### src/verilog/core_bus_params.svh
`ifndef CORE_BUS_PARAMS_SVH
`define CORE_BUS_PARAMS_SVH

`define CORE_BUS_AW 32

// machine timer, low word at offset 0 and high word at offset 4
`define CLINT_BASE 32'h0200_0000
`define CLINT_MASK 32'hffff_fff0

// nothing lives here, the crossbar answers without touching the bus
`define ERR_BASE 32'h1000_0000
`define ERR_MASK 32'hffff_f000

`endif

### src/verilog/core_bus_pkg.sv
`default_nettype none

package core_bus_pkg;

	// same encoding as the AXI xRESP field, so bus responses cast straight across
	typedef enum logic [1:0] {
		OKAY   = 2'b00,
		SLVERR = 2'b10,
		DECERR = 2'b11
	} bus_resp_t;

	typedef enum logic [1:0] {
		BYTE = 2'b00,
		HALF = 2'b01,
		WORD = 2'b10
	} mem_size_t;

	typedef struct packed {
		logic        we;
		logic        ld_unsigned;
		mem_size_t   size;
		logic [31:0] addr;
		logic [31:0] wdata;
	} lsu_req_t;

endpackage

`default_nettype wire

### src/verilog/bus_xbar.sv
`timescale 1ns/1ps
`default_nettype none
`include "core_bus_params.svh"

module bus_xbar
	import core_bus_pkg::*;
(
	input  logic                    clock,
	input  logic                    rst_n,
	input  logic                    f_rd_valid,
	output logic                    f_rd_ready,
	input  logic [`CORE_BUS_AW-1:0] f_rd_addr,
	output logic                    f_rsp_valid,
	output logic [31:0]             f_rsp_data,
	output bus_resp_t               f_rsp_resp,
	input  logic                    l_rd_valid,
	output logic                    l_rd_ready,
	input  logic [`CORE_BUS_AW-1:0] l_rd_addr,
	input  logic                    l_wr_valid,
	output logic                    l_wr_ready,
	input  logic [`CORE_BUS_AW-1:0] l_wr_addr,
	input  logic [31:0]             l_wr_data,
	input  logic [3:0]              l_wr_strb,
	output logic                    l_rsp_valid,
	output logic [31:0]             l_rsp_data,
	output bus_resp_t               l_rsp_resp,
	output logic                    timer_rd,
	output logic                    timer_sel,
	input  logic [31:0]             timer_data,
	output logic                    arvalid,
	input  logic                    arready,
	output logic [`CORE_BUS_AW-1:0] araddr,
	input  logic                    rvalid,
	output logic                    rready,
	input  logic [31:0]             rdata,
	input  logic [1:0]              rresp,
	output logic                    awvalid,
	input  logic                    awready,
	output logic [`CORE_BUS_AW-1:0] awaddr,
	output logic                    wvalid,
	input  logic                    wready,
	output logic [31:0]             wdata,
	output logic [3:0]              wstrb,
	input  logic                    bvalid,
	output logic                    bready,
	input  logic [1:0]              bresp
);

	typedef enum logic [1:0] {RD_IDLE, RD_CLINT, RD_ADDR, RD_DATA} rd_state_t;

	rd_state_t               rd_state;
	logic                    rd_owner_lsu;
	logic                    wr_busy;
	logic                    f_err_hit;
	logic                    l_err_hit;
	logic                    w_err_hit;
	logic                    w_clint_hit;
	logic                    f_grant;
	logic                    l_grant;
	logic [`CORE_BUS_AW-1:0] grant_addr;
	logic                    grant_clint;
	logic                    rd_done;
	logic [31:0]             rd_rsp_data;
	bus_resp_t               rd_rsp_resp;
	logic                    l_wr_take;
	logic                    l_wr_ext;
	logic                    b_take;

	function automatic logic in_window(input logic [`CORE_BUS_AW-1:0] addr,
		input logic [`CORE_BUS_AW-1:0] base, input logic [`CORE_BUS_AW-1:0] mask);
		return (addr & mask) == base;
	endfunction

	assign f_err_hit   = in_window(f_rd_addr, `ERR_BASE, `ERR_MASK);
	assign l_err_hit   = in_window(l_rd_addr, `ERR_BASE, `ERR_MASK);
	assign w_err_hit   = in_window(l_wr_addr, `ERR_BASE, `ERR_MASK);
	assign w_clint_hit = in_window(l_wr_addr, `CLINT_BASE, `CLINT_MASK);

	// error window reads bypass the single read slot, the load/store port wins ties
	assign l_grant    = (rd_state == RD_IDLE) && l_rd_valid && !l_err_hit;
	assign f_grant    = (rd_state == RD_IDLE) && f_rd_valid && !f_err_hit && !l_grant;
	assign f_rd_ready = f_err_hit || f_grant;
	assign l_rd_ready = l_err_hit || l_grant;

	assign grant_addr  = l_grant ? l_rd_addr : f_rd_addr;
	assign grant_clint = in_window(grant_addr, `CLINT_BASE, `CLINT_MASK);
	assign timer_rd    = (f_grant || l_grant) && grant_clint;
	assign timer_sel   = grant_addr[2];

	assign arvalid     = (rd_state == RD_ADDR);
	assign rready      = (rd_state == RD_DATA);
	assign rd_done     = (rd_state == RD_CLINT) || (rvalid && rready);
	assign rd_rsp_data = (rd_state == RD_CLINT) ? timer_data : rdata;
	assign rd_rsp_resp = (rd_state == RD_CLINT) ? OKAY : bus_resp_t'(rresp);

	always_ff @(posedge clock or negedge rst_n) begin
		if (!rst_n) begin
			rd_state     <= RD_IDLE;
			rd_owner_lsu <= 1'b0;
		end else begin
			case (rd_state)
				RD_IDLE: if (f_grant || l_grant) begin
					rd_owner_lsu <= l_grant;
					rd_state     <= grant_clint ? RD_CLINT : RD_ADDR;
				end
				RD_CLINT: rd_state <= RD_IDLE;
				RD_ADDR:  if (arready) rd_state <= RD_DATA;
				default:  if (rvalid) rd_state <= RD_IDLE;
			endcase
		end
	end

	always_ff @(posedge clock) begin
		if (f_grant || l_grant) begin
			araddr <= grant_addr;
		end
	end

	assign l_wr_ready = w_err_hit || w_clint_hit || !wr_busy;
	assign l_wr_take  = l_wr_valid && l_wr_ready;
	assign l_wr_ext   = l_wr_take && !w_err_hit && !w_clint_hit;
	assign bready     = wr_busy && !awvalid && !wvalid;
	assign b_take     = bvalid && bready;

	// AW and W go up together but each drops on its own ready
	always_ff @(posedge clock or negedge rst_n) begin
		if (!rst_n) begin
			wr_busy <= 1'b0;
			awvalid <= 1'b0;
			wvalid  <= 1'b0;
		end else if (l_wr_ext) begin
			wr_busy <= 1'b1;
			awvalid <= 1'b1;
			wvalid  <= 1'b1;
		end else begin
			if (awready) awvalid <= 1'b0;
			if (wready) wvalid <= 1'b0;
			if (b_take) wr_busy <= 1'b0;
		end
	end

	always_ff @(posedge clock) begin
		if (l_wr_ext) begin
			awaddr <= l_wr_addr;
			wdata  <= l_wr_data;
			wstrb  <= l_wr_strb;
		end
	end

	always_ff @(posedge clock or negedge rst_n) begin
		if (!rst_n) begin
			f_rsp_valid <= 1'b0;
			l_rsp_valid <= 1'b0;
		end else begin
			f_rsp_valid <= (f_rd_valid && f_err_hit) || (rd_done && !rd_owner_lsu);
			l_rsp_valid <= (l_rd_valid && l_err_hit) || (rd_done && rd_owner_lsu) ||
				(l_wr_take && !l_wr_ext) || b_take;
		end
	end

	always_ff @(posedge clock) begin
		if (f_rd_valid && f_err_hit) begin
			f_rsp_data <= 32'h0;
			f_rsp_resp <= DECERR;
		end else if (rd_done && !rd_owner_lsu) begin
			f_rsp_data <= rd_rsp_data;
			f_rsp_resp <= rd_rsp_resp;
		end
		if ((l_rd_valid && l_err_hit) || (l_wr_take && w_err_hit)) begin
			l_rsp_data <= 32'h0;
			l_rsp_resp <= DECERR;
		end else if (l_wr_take && w_clint_hit) begin
			l_rsp_data <= 32'h0;
			l_rsp_resp <= SLVERR;
		end else if (rd_done && rd_owner_lsu) begin
			l_rsp_data <= rd_rsp_data;
			l_rsp_resp <= rd_rsp_resp;
		end else if (b_take) begin
			l_rsp_data <= 32'h0;
			l_rsp_resp <= bus_resp_t'(bresp);
		end
	end

endmodule

`default_nettype wire

### src/verilog/clint_timer.sv
`timescale 1ns/1ps
`default_nettype none

module clint_timer (
	input  logic        clock,
	input  logic        rst_n,
	input  logic        timer_rd,
	input  logic        timer_sel,
	output logic [31:0] timer_data
);

	logic [63:0] mtime;

	always_ff @(posedge clock or negedge rst_n) begin
		if (!rst_n) begin
			mtime <= 64'd0;
		end else begin
			mtime <= mtime + 64'd1;
		end
	end

	// halves are read separately, software has to handle the carry between them
	always_ff @(posedge clock) begin
		if (timer_rd) begin
			timer_data <= timer_sel ? mtime[63:32] : mtime[31:0];
		end
	end

endmodule

`default_nettype wire

### src/verilog/core_bus_top.sv
`timescale 1ns/1ps
`default_nettype none
`include "core_bus_params.svh"

module core_bus_top
	import core_bus_pkg::*;
(
	input  logic                    clock,
	input  logic                    rst_n,
	input  logic                    fetch_req,
	input  logic [31:0]             fetch_addr,
	output logic                    fetch_done,
	output logic [31:0]             fetch_inst,
	output logic                    fetch_err,
	input  logic                    mem_req,
	input  logic                    mem_we,
	input  logic                    mem_unsigned,
	input  mem_size_t               mem_size,
	input  logic [`CORE_BUS_AW-1:0] mem_addr,
	input  logic [31:0]             mem_wdata,
	output logic                    mem_done,
	output logic [31:0]             mem_rdata,
	output logic                    mem_err,
	output logic                    arvalid,
	input  logic                    arready,
	output logic [`CORE_BUS_AW-1:0] araddr,
	input  logic                    rvalid,
	output logic                    rready,
	input  logic [31:0]             rdata,
	input  logic [1:0]              rresp,
	output logic                    awvalid,
	input  logic                    awready,
	output logic [`CORE_BUS_AW-1:0] awaddr,
	output logic                    wvalid,
	input  logic                    wready,
	output logic [31:0]             wdata,
	output logic [3:0]              wstrb,
	input  logic                    bvalid,
	output logic                    bready,
	input  logic [1:0]              bresp
);

	logic                    f_rd_valid;
	logic                    f_rd_ready;
	logic [`CORE_BUS_AW-1:0] f_rd_addr;
	logic                    f_rsp_valid;
	logic [31:0]             f_rsp_data;
	bus_resp_t               f_rsp_resp;
	logic                    l_rd_valid;
	logic                    l_rd_ready;
	logic [`CORE_BUS_AW-1:0] l_rd_addr;
	logic                    l_wr_valid;
	logic                    l_wr_ready;
	logic [`CORE_BUS_AW-1:0] l_wr_addr;
	logic [31:0]             l_wr_data;
	logic [3:0]              l_wr_strb;
	logic                    l_rsp_valid;
	logic [31:0]             l_rsp_data;
	bus_resp_t               l_rsp_resp;
	logic                    timer_rd;
	logic                    timer_sel;
	logic [31:0]             timer_data;

	fetch_port fetch_i (
		.rd_valid (f_rd_valid),
		.rd_ready (f_rd_ready),
		.rd_addr  (f_rd_addr),
		.rsp_valid(f_rsp_valid),
		.rsp_data (f_rsp_data),
		.rsp_resp (f_rsp_resp),
		.*
	);

	lsu_port lsu_i (
		.rd_valid (l_rd_valid),
		.rd_ready (l_rd_ready),
		.rd_addr  (l_rd_addr),
		.wr_valid (l_wr_valid),
		.wr_ready (l_wr_ready),
		.wr_addr  (l_wr_addr),
		.wr_data  (l_wr_data),
		.wr_strb  (l_wr_strb),
		.rsp_valid(l_rsp_valid),
		.rsp_data (l_rsp_data),
		.rsp_resp (l_rsp_resp),
		.*
	);

	bus_xbar xbar_i (.*);

	clint_timer timer_i (.*);

endmodule

`default_nettype wire

### src/verilog/fetch_port.sv
`timescale 1ns/1ps
`default_nettype none

module fetch_port
	import core_bus_pkg::*;
(
	input  logic        clock,
	input  logic        rst_n,
	input  logic        fetch_req,
	input  logic [31:0] fetch_addr,
	output logic        fetch_done,
	output logic [31:0] fetch_inst,
	output logic        fetch_err,
	output logic        rd_valid,
	input  logic        rd_ready,
	output logic [31:0] rd_addr,
	input  logic        rsp_valid,
	input  logic [31:0] rsp_data,
	input  bus_resp_t   rsp_resp
);

	logic aligned;
	logic mis_q;

	assign aligned = (fetch_addr[1:0] == 2'b00);

	req_hold #(
		.payload_t(logic [31:0])
	) hold_i (
		.clock    (clock),
		.rst_n    (rst_n),
		.load     (fetch_req && aligned),
		.load_data(fetch_addr),
		.take     (rd_valid && rd_ready),
		.valid    (rd_valid),
		.data     (rd_addr)
	);

	// a misaligned fetch never reaches the crossbar and is answered next cycle
	always_ff @(posedge clock or negedge rst_n) begin
		if (!rst_n) begin
			mis_q <= 1'b0;
		end else begin
			mis_q <= fetch_req && !aligned;
		end
	end

	assign fetch_done = rsp_valid || mis_q;
	assign fetch_inst = mis_q ? 32'h0 : rsp_data;
	assign fetch_err  = mis_q || (rsp_valid && (rsp_resp != OKAY));

endmodule

`default_nettype wire

### src/verilog/lsu_port.sv
`timescale 1ns/1ps
`default_nettype none
`include "core_bus_params.svh"

module lsu_port
	import core_bus_pkg::*;
(
	input  logic                    clock,
	input  logic                    rst_n,
	input  logic                    mem_req,
	input  logic                    mem_we,
	input  logic                    mem_unsigned,
	input  mem_size_t               mem_size,
	input  logic [`CORE_BUS_AW-1:0] mem_addr,
	input  logic [31:0]             mem_wdata,
	output logic                    mem_done,
	output logic [31:0]             mem_rdata,
	output logic                    mem_err,
	output logic                    rd_valid,
	input  logic                    rd_ready,
	output logic [`CORE_BUS_AW-1:0] rd_addr,
	output logic                    wr_valid,
	input  logic                    wr_ready,
	output logic [`CORE_BUS_AW-1:0] wr_addr,
	output logic [31:0]             wr_data,
	output logic [3:0]              wr_strb,
	input  logic                    rsp_valid,
	input  logic [31:0]             rsp_data,
	input  bus_resp_t               rsp_resp
);

	lsu_req_t    new_req;
	lsu_req_t    req;
	logic        held;
	logic        misaligned;
	logic [1:0]  mis_q;
	logic [31:0] lane;

	// undefined size codes are treated like a word
	always_comb begin
		case (mem_size)
			BYTE:    misaligned = 1'b0;
			HALF:    misaligned = mem_addr[0];
			default: misaligned = |mem_addr[1:0];
		endcase
	end

	assign new_req = '{we: mem_we, ld_unsigned: mem_unsigned, size: mem_size,
		addr: mem_addr, wdata: mem_wdata};

	req_hold #(
		.payload_t(lsu_req_t)
	) hold_i (
		.clock    (clock),
		.rst_n    (rst_n),
		.load     (mem_req && !misaligned),
		.load_data(new_req),
		.take     ((rd_valid && rd_ready) || (wr_valid && wr_ready)),
		.valid    (held),
		.data     (req)
	);

	assign rd_valid = held && !req.we;
	assign wr_valid = held && req.we;
	assign rd_addr  = req.addr;
	assign wr_addr  = req.addr;

	always_comb begin
		case (req.size)
			BYTE: begin
				wr_data = {4{req.wdata[7:0]}};
				wr_strb = 4'b0001 << req.addr[1:0];
			end
			HALF: begin
				wr_data = {2{req.wdata[15:0]}};
				wr_strb = 4'b0011 << req.addr[1:0];
			end
			default: begin
				wr_data = req.wdata;
				wr_strb = 4'b1111;
			end
		endcase
	end

	assign lane = rsp_data >> {req.addr[1:0], 3'b000};

	always_comb begin
		case (req.size)
			BYTE:    mem_rdata = {{24{lane[7] && !req.ld_unsigned}}, lane[7:0]};
			HALF:    mem_rdata = {{16{lane[15] && !req.ld_unsigned}}, lane[15:0]};
			default: mem_rdata = rsp_data;
		endcase
	end

	// two stages so a refused access lines up with the crossbar's own error answers
	always_ff @(posedge clock or negedge rst_n) begin
		if (!rst_n) begin
			mis_q <= 2'b00;
		end else begin
			mis_q <= {mis_q[0], mem_req && misaligned};
		end
	end

	assign mem_done = rsp_valid || mis_q[1];
	assign mem_err  = mis_q[1] || (rsp_valid && (rsp_resp != OKAY));

endmodule

`default_nettype wire

### src/verilog/req_hold.sv
`timescale 1ns/1ps
`default_nettype none

module req_hold #(
	parameter type payload_t = logic [31:0]
) (
	input  logic     clock,
	input  logic     rst_n,
	input  logic     load,
	input  payload_t load_data,
	input  logic     take,
	output logic     valid,
	output payload_t data
);

	always_ff @(posedge clock or negedge rst_n) begin
		if (!rst_n) begin
			valid <= 1'b0;
		end else if (load) begin
			valid <= 1'b1;
		end else if (take) begin
			valid <= 1'b0;
		end
	end

	// data outlives valid so the port can still format the response
	always_ff @(posedge clock) begin
		if (load) begin
			data <= load_data;
		end
	end

endmodule

`default_nettype wire
### config.mk
export PLATFORM = sky130hd
export DESIGN_NAME = core_bus_top
export DESIGN_NICKNAME = d
export VERILOG_FILES = /design/src/verilog/core_bus_pkg.sv /design/src/verilog/bus_xbar.sv /design/src/verilog/clint_timer.sv /design/src/verilog/core_bus_top.sv /design/src/verilog/fetch_port.sv /design/src/verilog/lsu_port.sv /design/src/verilog/req_hold.sv
export VERILOG_INCLUDE_DIRS = /design/src /design/src/verilog
export SDC_FILE = /design/constraint.sdc
export NUM_CORES = 1
export LEC_CHECK = 0
export BUFFER_PORTS_ARGS = -buffer_cell sky130_fd_sc_hd__buf_2
export CAP_MARGIN = 20
export CORE_MARGIN = 2
export CORE_UTILIZATION = 55
export DETAILED_ROUTE_END_ITERATION = 12
export PLACE_DENSITY_LB_ADDON = 0.1
export SYNTH_ARGS = -nofsm -noshare
export SYNTH_HDL_FRONTEND = slang
export SYNTH_HIERARCHICAL = 1
export SYNTH_SLANG_ARGS = --single-unit
### constraint.sdc
create_clock -name clock -period 4.4 [get_ports clock]
set_clock_uncertainty 0.05 [all_clocks]
set_input_delay 0.44 -clock clock [delete_from_list [all_inputs] [get_ports clock]]
set_output_delay 0.44 -clock clock [all_outputs]
set_load 0.02 [all_outputs]
==> After elaboration in Yosys (flattened, before gate mapping) <==
Cells that the tools add are included.
{ "word_totals": {"regBits": 377, "latchBits": 0, "mem_bits_rw": 0, "romBits": 0, "input_bits": 145, "output_inout_bits": 173, "elab_cells": 151, "mem_count": 0} }
{ "classes": {"n_addsub": 1, "multipliers": 0, "div": 0, "n_lt_le_gt_ge": 0, "n_eq_ne": 11, "shifts": 3, "muxes": 29, "n_bitwise": 0, "reduce_logical": 79} }
{ "op_table": {"columns": ["op", "n"], "rows": [
  ["$mux 32", 6],
  ["$pmux 32 s2", 2],
  ["$add 64x1->64 const B", 1],
  ["$eq 28x22->1 const B", 2],
  ["$eq 20x17->1 const B", 2],
  ["$logic_and 1x1->1", 32],
  ["$shr 32x5->16", 1],
  ["$logic_or 1x1->1", 16],
  ["$reduce_bool 2->1", 8],
  ["$mux 2", 7],
  ["$logic_not 1->1", 13],
  ["$mux 1", 11],
  ["$logic_not 2->1", 4],
  ["$pmux 4 s2", 1],
  ["$eq 2x1->1 const B", 3],
  ["$pmux 2 s3", 1],
  ["$eq 2x2->1 const B", 2],
  ["$reduce_bool 4->1", 1],
  ["$reduce_or 2->1", 2],
  ["$shl 1x2->4 const A", 1],
  ["$shl 2x2->4 const A", 1],
  ["$reduce_and 3->1", 1],
  ["$reduce_bool 3->1", 1],
  ["$ne 2x1->1 const B", 1],
  ["other kinds (3)", 3]
]} }

==> Longest topological paths before layout <==
{ "depth": {"ltp_word": 10, "depth_mapped": 9, "ltp_nobuf": 8} }

==> Hierarchy <==
Netlist, hierarchy kept.
{ "by_module_without_submodules": {"columns": ["mod", "n_inst", "cells_each", "area_per_inst_um2", "seq_area_each_um2"], "rows": [
  ["bus_xbar", 1, 519, 6739.0, 4564.4],
  ["clint_timer", 1, 347, 4294.1, 2562.5],
  ["req_hold (lsu_i.hold_i)", 1, 71, 2078.2, 2067.0],
  ["lsu_port", 1, 229, 1699.1, 50.0],
  ["req_hold (fetch_i.hold_i)", 1, 35, 997.2, 985.9],
  ["fetch_port", 1, 42, 286.5, 25.0]
]} }

==> Least setup slack after synthesis <==
OpenSTA, ideal clock, no wires.
{ "synth_path": {"path_type": "register -> register", "startpoint": "register xbar_i.rd_state[0]", "endpoint": "register timer_i.timer_data[0], enable pin", "setup_ps": 392, "arrival_time_ps": 3175, "required_ps": 3958, "path_slack_ps": 783, "stages_incl_launch_ff": 5, "path_buffers": 0, "period_less_slack_ps": 3617, "cell_sequence": "dfrtp_1 -> nor2_2 -> nand2_1 -> o21ai_1 -> o21a_1"} }
{ "synth_between": {"elab_chain_cells": 7, "word_cells_on_any_way": 11, "cone_classes": "eq/ne: 1; mux: 1; reduce/logical: 9"} }
{ "synth_lines": {"columns": ["element", "line", "text"], "rows": [
  ["start: declaration", "bus_xbar.sv:51", "rd_state_t rd_state;"],
  ["start signal: assignment", "bus_xbar.sv:104", "rd_state <= grant_clint ? RD_CLINT : RD_ADDR;"],
  ["$logic_not 2->1 (*)", "bus_xbar.sv:80, bus_xbar.sv:81", null],
  ["parallel branches: the longest is 5 deep, another holds $mux 32", null, null],
  ["$logic_and 1x1->1 (*)", "bus_xbar.sv:87", "assign timer_rd = (f_grant || l_grant) && grant_clint;"],
  ["named net timer_rd", "core_bus_top.sv:60", "logic timer_rd;"],
  ["end signal: assignment", "clint_timer.sv:25", "timer_data <= timer_sel ? mtime[63:32] : mtime[31:0];"],
  ["end: declaration", "clint_timer.sv:9", "output logic [31:0] timer_data"]
]} }
Mark *: on every way through the listed nets, which the timed path passes.
A chain may end at the register's enable or synchronous reset.

==> Worst setup path in the final report <==
{ "layout_path": {"startpoint": "register lsu_i/hold_i/data[32] (netlist bit)", "endpoint": "output mem_rdata[20]"} }
{ "layout_between": {"elab_chain_cells": 3, "word_cells_on_any_way": 4, "cone_classes": "shift: 1; mux: 1; reduce/logical: 2"} }
{ "layout_lines": {"columns": ["element", "line", "text"], "rows": [
  ["start: declaration", "req_hold.sv:13", "output payload_t data"],
  ["start signal: assignment", "req_hold.sv:29", "data <= load_data;"],
  ["$shr 32x5->16 (*)", "lsu_port.sv:85", "assign lane = rsp_data >> {req.addr[1:0], 3'b000};"],
  ["$logic_and 1x1->1 (on tied branches)", "lsu_port.sv:90, lsu_port.sv:89", null],
  ["$pmux 32 s2 (*)", "lsu_port.sv:88", "case (req.size)"],
  ["end: declaration", "core_bus_top.sv:22", "output logic [31:0] mem_rdata,"]
]} }
Every way passes the cells marked *; elsewhere a longest branch is shown, timed or not.

==> summary.md <==
### Power and ir drop
- 25.6% — Logic pwr share
- 3.41 mW — Net Sw Power
- 407 uV — highest ir drop seen on vdd
- 7.39 mW — internal cell power
- 565 nW/um2 — Power Density
- 7.81 nW — static leakage
- 29.7% — portion of total power attributed to the clock network
- 31.6% — switching power as a share of total power
- 44.6% — sequential power share

### Drt
- 18600 um — detailed-routed wire length on met2
- 10900 — via count
- 0 — Post-route DRC
- 2490 um — wire length on met3
- met4 — top layer reached by signal wires
- 5.60 — post-detailed-route via-to-cell ratio
- 20.4 um — average detailed-routed wire length per instance
- 17600 um — wl on met1
- 39600 um — routed wire length
- 9 — first-pass iteration count of the detailed router
- 0 — number of nets still failing antenna checks after routing
- 1076 — iteration-0 DRC count of the detailed router

### Critical path
- 18 — highest fanout seen on the critical path
- primary output — CP endpoint kind
- mem_rdata[20] — critical path endpoint
- 2.91 ns — critical path data arrival time
- lsu_i/hold_i/data[32] — Critical path origin
- lsu_i/hold_i/data[58] — startpoint of the worst-slack reg-to-reg timing path
- timer_i/timer_data[21] — Reg2Reg Capture Point
- reg2out — start-to-end type of the worst setup path
- 3.91 ns — data required time at the worst endpoint
- register — CP Launch Type
- 1.20 ns — slack of the worst reg-to-reg path
- 5 — reg2reg path depth

### STA
- 0.294 GHz — Max Freq
- 30.3% — normalized max-slew margin
- 0 — Max Slew Vio Count
- false — setup repair after global routing missed its margin
- 0.996 ns — final setup slack of the worst path
- 0 ns — summed negative setup slack over all endpoints
- 77.4% — crit share post-route
- 3.40 ns — clock period minus final worst setup slack
- 1.04 ns — actual slew at the worst max-slew pin
- 0 — number of failing setup endpoints in the final timing report
- 0 — final number of hold-violating endpoints

### GRT
- 78 — maximum number of pins on one net before global-route repair
- 7 — number of antenna violations at the first check in global routing
- 25.5% — aggregate global-route resource usage
- 0 — overall overflow remaining after global route
- 60100 um — global-route wire length before repair
- 10400 — via count of the first global-routing pass

### Clock tree
- 0.52 ns — clock insertion delay at the later pin of the skew report
- 3 — maximum buffer depth of the clock tree
- 0.06 ns — clock slew at the register clock pins of the worst setup and hold paths
- 377 — clk sinks
- 2 — CTS H-tree lvls
- 40 — clock buffer count from CTS
- 0 — post-cts repair resize count
- sky130_fd_sc_hd__clkbuf_16 — Clk Tree Root Cell
- done — TritonCTS clock tree

### Logic synthesis
- 63.7% — share of the yosys chip area belonging to registers
- 16100 um2 — summed instance area of the synthesized netlist
- 1243 — cell count after synthesis
- 377 — #FFs+latches synth
- sky130_fd_sc_hd__edfxtp_1 (43%), sky130_fd_sc_hd__dfrtp_1 (12%), sky130_fd_sc_hd__dfxtp_1 (8.5%), sky130_fd_sc_hd__mux2_2 (5.8%), sky130_fd_sc_hd__mux2i_1 (3.1%) — cell types with the largest area share after synthesis
- sky130_fd_sc_hd__edfxtp_1 (232), sky130_fd_sc_hd__nor2_1 (110), sky130_fd_sc_hd__mux2_2 (83) — leading post-synthesis cells by instance count
- 62 — Unique masters post-synth
- sky130_fd_sc_hd__edfxtp_1 — most instantiated library cell after synthesis
- 6 — number of warning messages in the yosys log
- 12.9 um2 — average cell area after synthesis
- 20.4% — share of synthesized flip-flops with an asynchronous set or reset
- 232 — number of synthesized flops with an enable pin
- 43.3% — fraction of synthesized cell area taken by the top area cell type
- sky130_fd_sc_hd__edfxtp_1 — commonest register cell after synthesis
- 1389 — Mapped Nets
- sky130_fd_sc_hd__edfxtp_1 — cell type with the highest aggregate area in the netlist

### Floorplanning
- 30600 um2 — area of the die
- 28800 um2 — area inside the core boundary
- 318 — IO Pins
- 175 um — height of the chip
- 55.9% — initial core utilization
- 62 — number of cell rows
- 175 um — Die W

### Flow run
- 0 — max-capacitance violation count

### Place
- 28400 um — total half-perimeter wirelength after legalization and detailed placement
- 0.861 — last weighted congestion value of the routability-driven placer
- 1.27 ns — Setup WS pre-CTS
- 317 — count of input and output buffers

### Hold path
- in2reg — worst min-delay path category

### Final layout
- 18.8% — post-synthesis to final-layout area growth
- 10300 um2 — Sequential cell area
- 32.6% — fraction of final layout cells sized beyond drive strength 1
- 2178 — fill cell count
- 5210 um2 — Multi-input gate area
- 1670 — layout net count

### Outcome
- complete, no violations — result of the run

[area by class of cell]
cell class	instances	share of cell area [%]
Sequential cell	377	53.6
Multi-Input combinational cell	742	27.3
Timing Repair Buffer	335	9.43
Clock buffer	58	5.75
Tap cell	384	2.51
Clock inverter	14	0.798
Inverter	28	0.549
Antenna cell	7	0.0916
[cells in the final DEF (no fill, tap or decap), types with 32 or more instances in the layout]
cell type                   count
sky130_fd_sc_hd__mux2i_1       50
sky130_fd_sc_hd__buf_2        316
sky130_fd_sc_hd__mux2_2        83
sky130_fd_sc_hd__clkbuf_16     40
sky130_fd_sc_hd__o21ai_0       35
sky130_fd_sc_hd__dfrtp_1       77
sky130_fd_sc_hd__xnor2_1       36
sky130_fd_sc_hd__nand3_1       32
sky130_fd_sc_hd__edfxtp_1     232
sky130_fd_sc_hd__nor2_1       110
sky130_fd_sc_hd__nor2b_1       38
sky130_fd_sc_hd__nand2_1       71
sky130_fd_sc_hd__dfxtp_1       68
sky130_fd_sc_hd__a21oi_1       44
[kinds of logic after synthesis]
family,share of synthesized area (%)
mux,9.08
simple gates,12.3
compound gates,7.35
buf+inv,4.12
fa+ha+maj,0.0777
flops,63.7
xor+xnor,3.37
[stage by stage]
step | cells | area (um2) | utilization [%] | hold WS (ns) | total power [mW]
2_1_floorplan | 1243 | 16100 | - | 0.0944 | 6.71
3_3_place_gp | 1861 | 17800 | 61.7 | 0.290 | 7.57
3_5_place_dp | 1861 | 17800 | 61.7 | 0.294 | 7.62
4_1_cts | 1933 | 19000 | 66.1 | 0.0192 | 10.8
5_1_grt | 1945 | 19100 | 66.5 | 0.0209 | 11.3
6_report | 1945 | 19100 | 66.5 | 0.0406 | 10.8
[worst min-delay path by stage]
stage          cells past startpoint                      end            from  slack (ns)
6_report                           1    lsu_i/hold_i/data[52]    mem_addr[20]        0.04
5_1_grt                            1  fetch_i/hold_i/data[18]  fetch_addr[18]        0.02
4_1_cts                            1    lsu_i/hold_i/data[52]    mem_addr[20]        0.02
3_5_place_dp                       0           lsu_i/mis_q[1]  lsu_i/mis_q[0]        0.29
3_3_place_gp                       0           lsu_i/mis_q[1]  lsu_i/mis_q[0]        0.29
2_1_floorplan                      0     fetch_i/hold_i/valid           rst_n        0.09
[layer usage]
metal / global-route usage [%] / up-vias
met1: 36.6 / 5313
met3: 3.94 / 62
li1: - / 5079
met4: 7.81 / 0
met5: 0 / -
met2: 40.6 / 434
[power groups by stage]
stage,Sequential (mW),Combinational (mW),Clock [mW]
floorplan,5.05,1.66,0
global placement,4.87,2.70,0
detailed placement,4.89,2.73,0
CTS,4.83,2.75,3.27
global route,4.89,2.99,3.41
finish,4.82,2.77,3.21
[registers in the layout (all words and copies together) (netlist names), 32 cells and up]
register and count:
timer_i/timer_data 32, xbar_i/l_rsp_data 32, xbar_i/araddr 32, xbar_i/awaddr 32, xbar_i/wdata 32, xbar_i/f_rsp_data 32
lsu_i/hold_i/data 68, fetch_i/hold_i/data 32, timer_i/mtime 64
[worst max-delay path, cell delays in order, from the launching register on]
cell,delay (ns)
sky130_fd_sc_hd__edfxtp_1,0.76
sky130_fd_sc_hd__buf_4,0.38
sky130_fd_sc_hd__mux2i_1,0.27
sky130_fd_sc_hd__a221o_1,0.57
sky130_fd_sc_hd__o21ai_0,0.21
sky130_fd_sc_hd__buf_2,0.20
[timing repair]
item / in CTS / in global routing
setup buffers: 0 / 0
hold buffers: 0 / 1
endpoints found under the hold margin: 0 / 8
No activity file was read; power rests on OpenSTA's default activity.
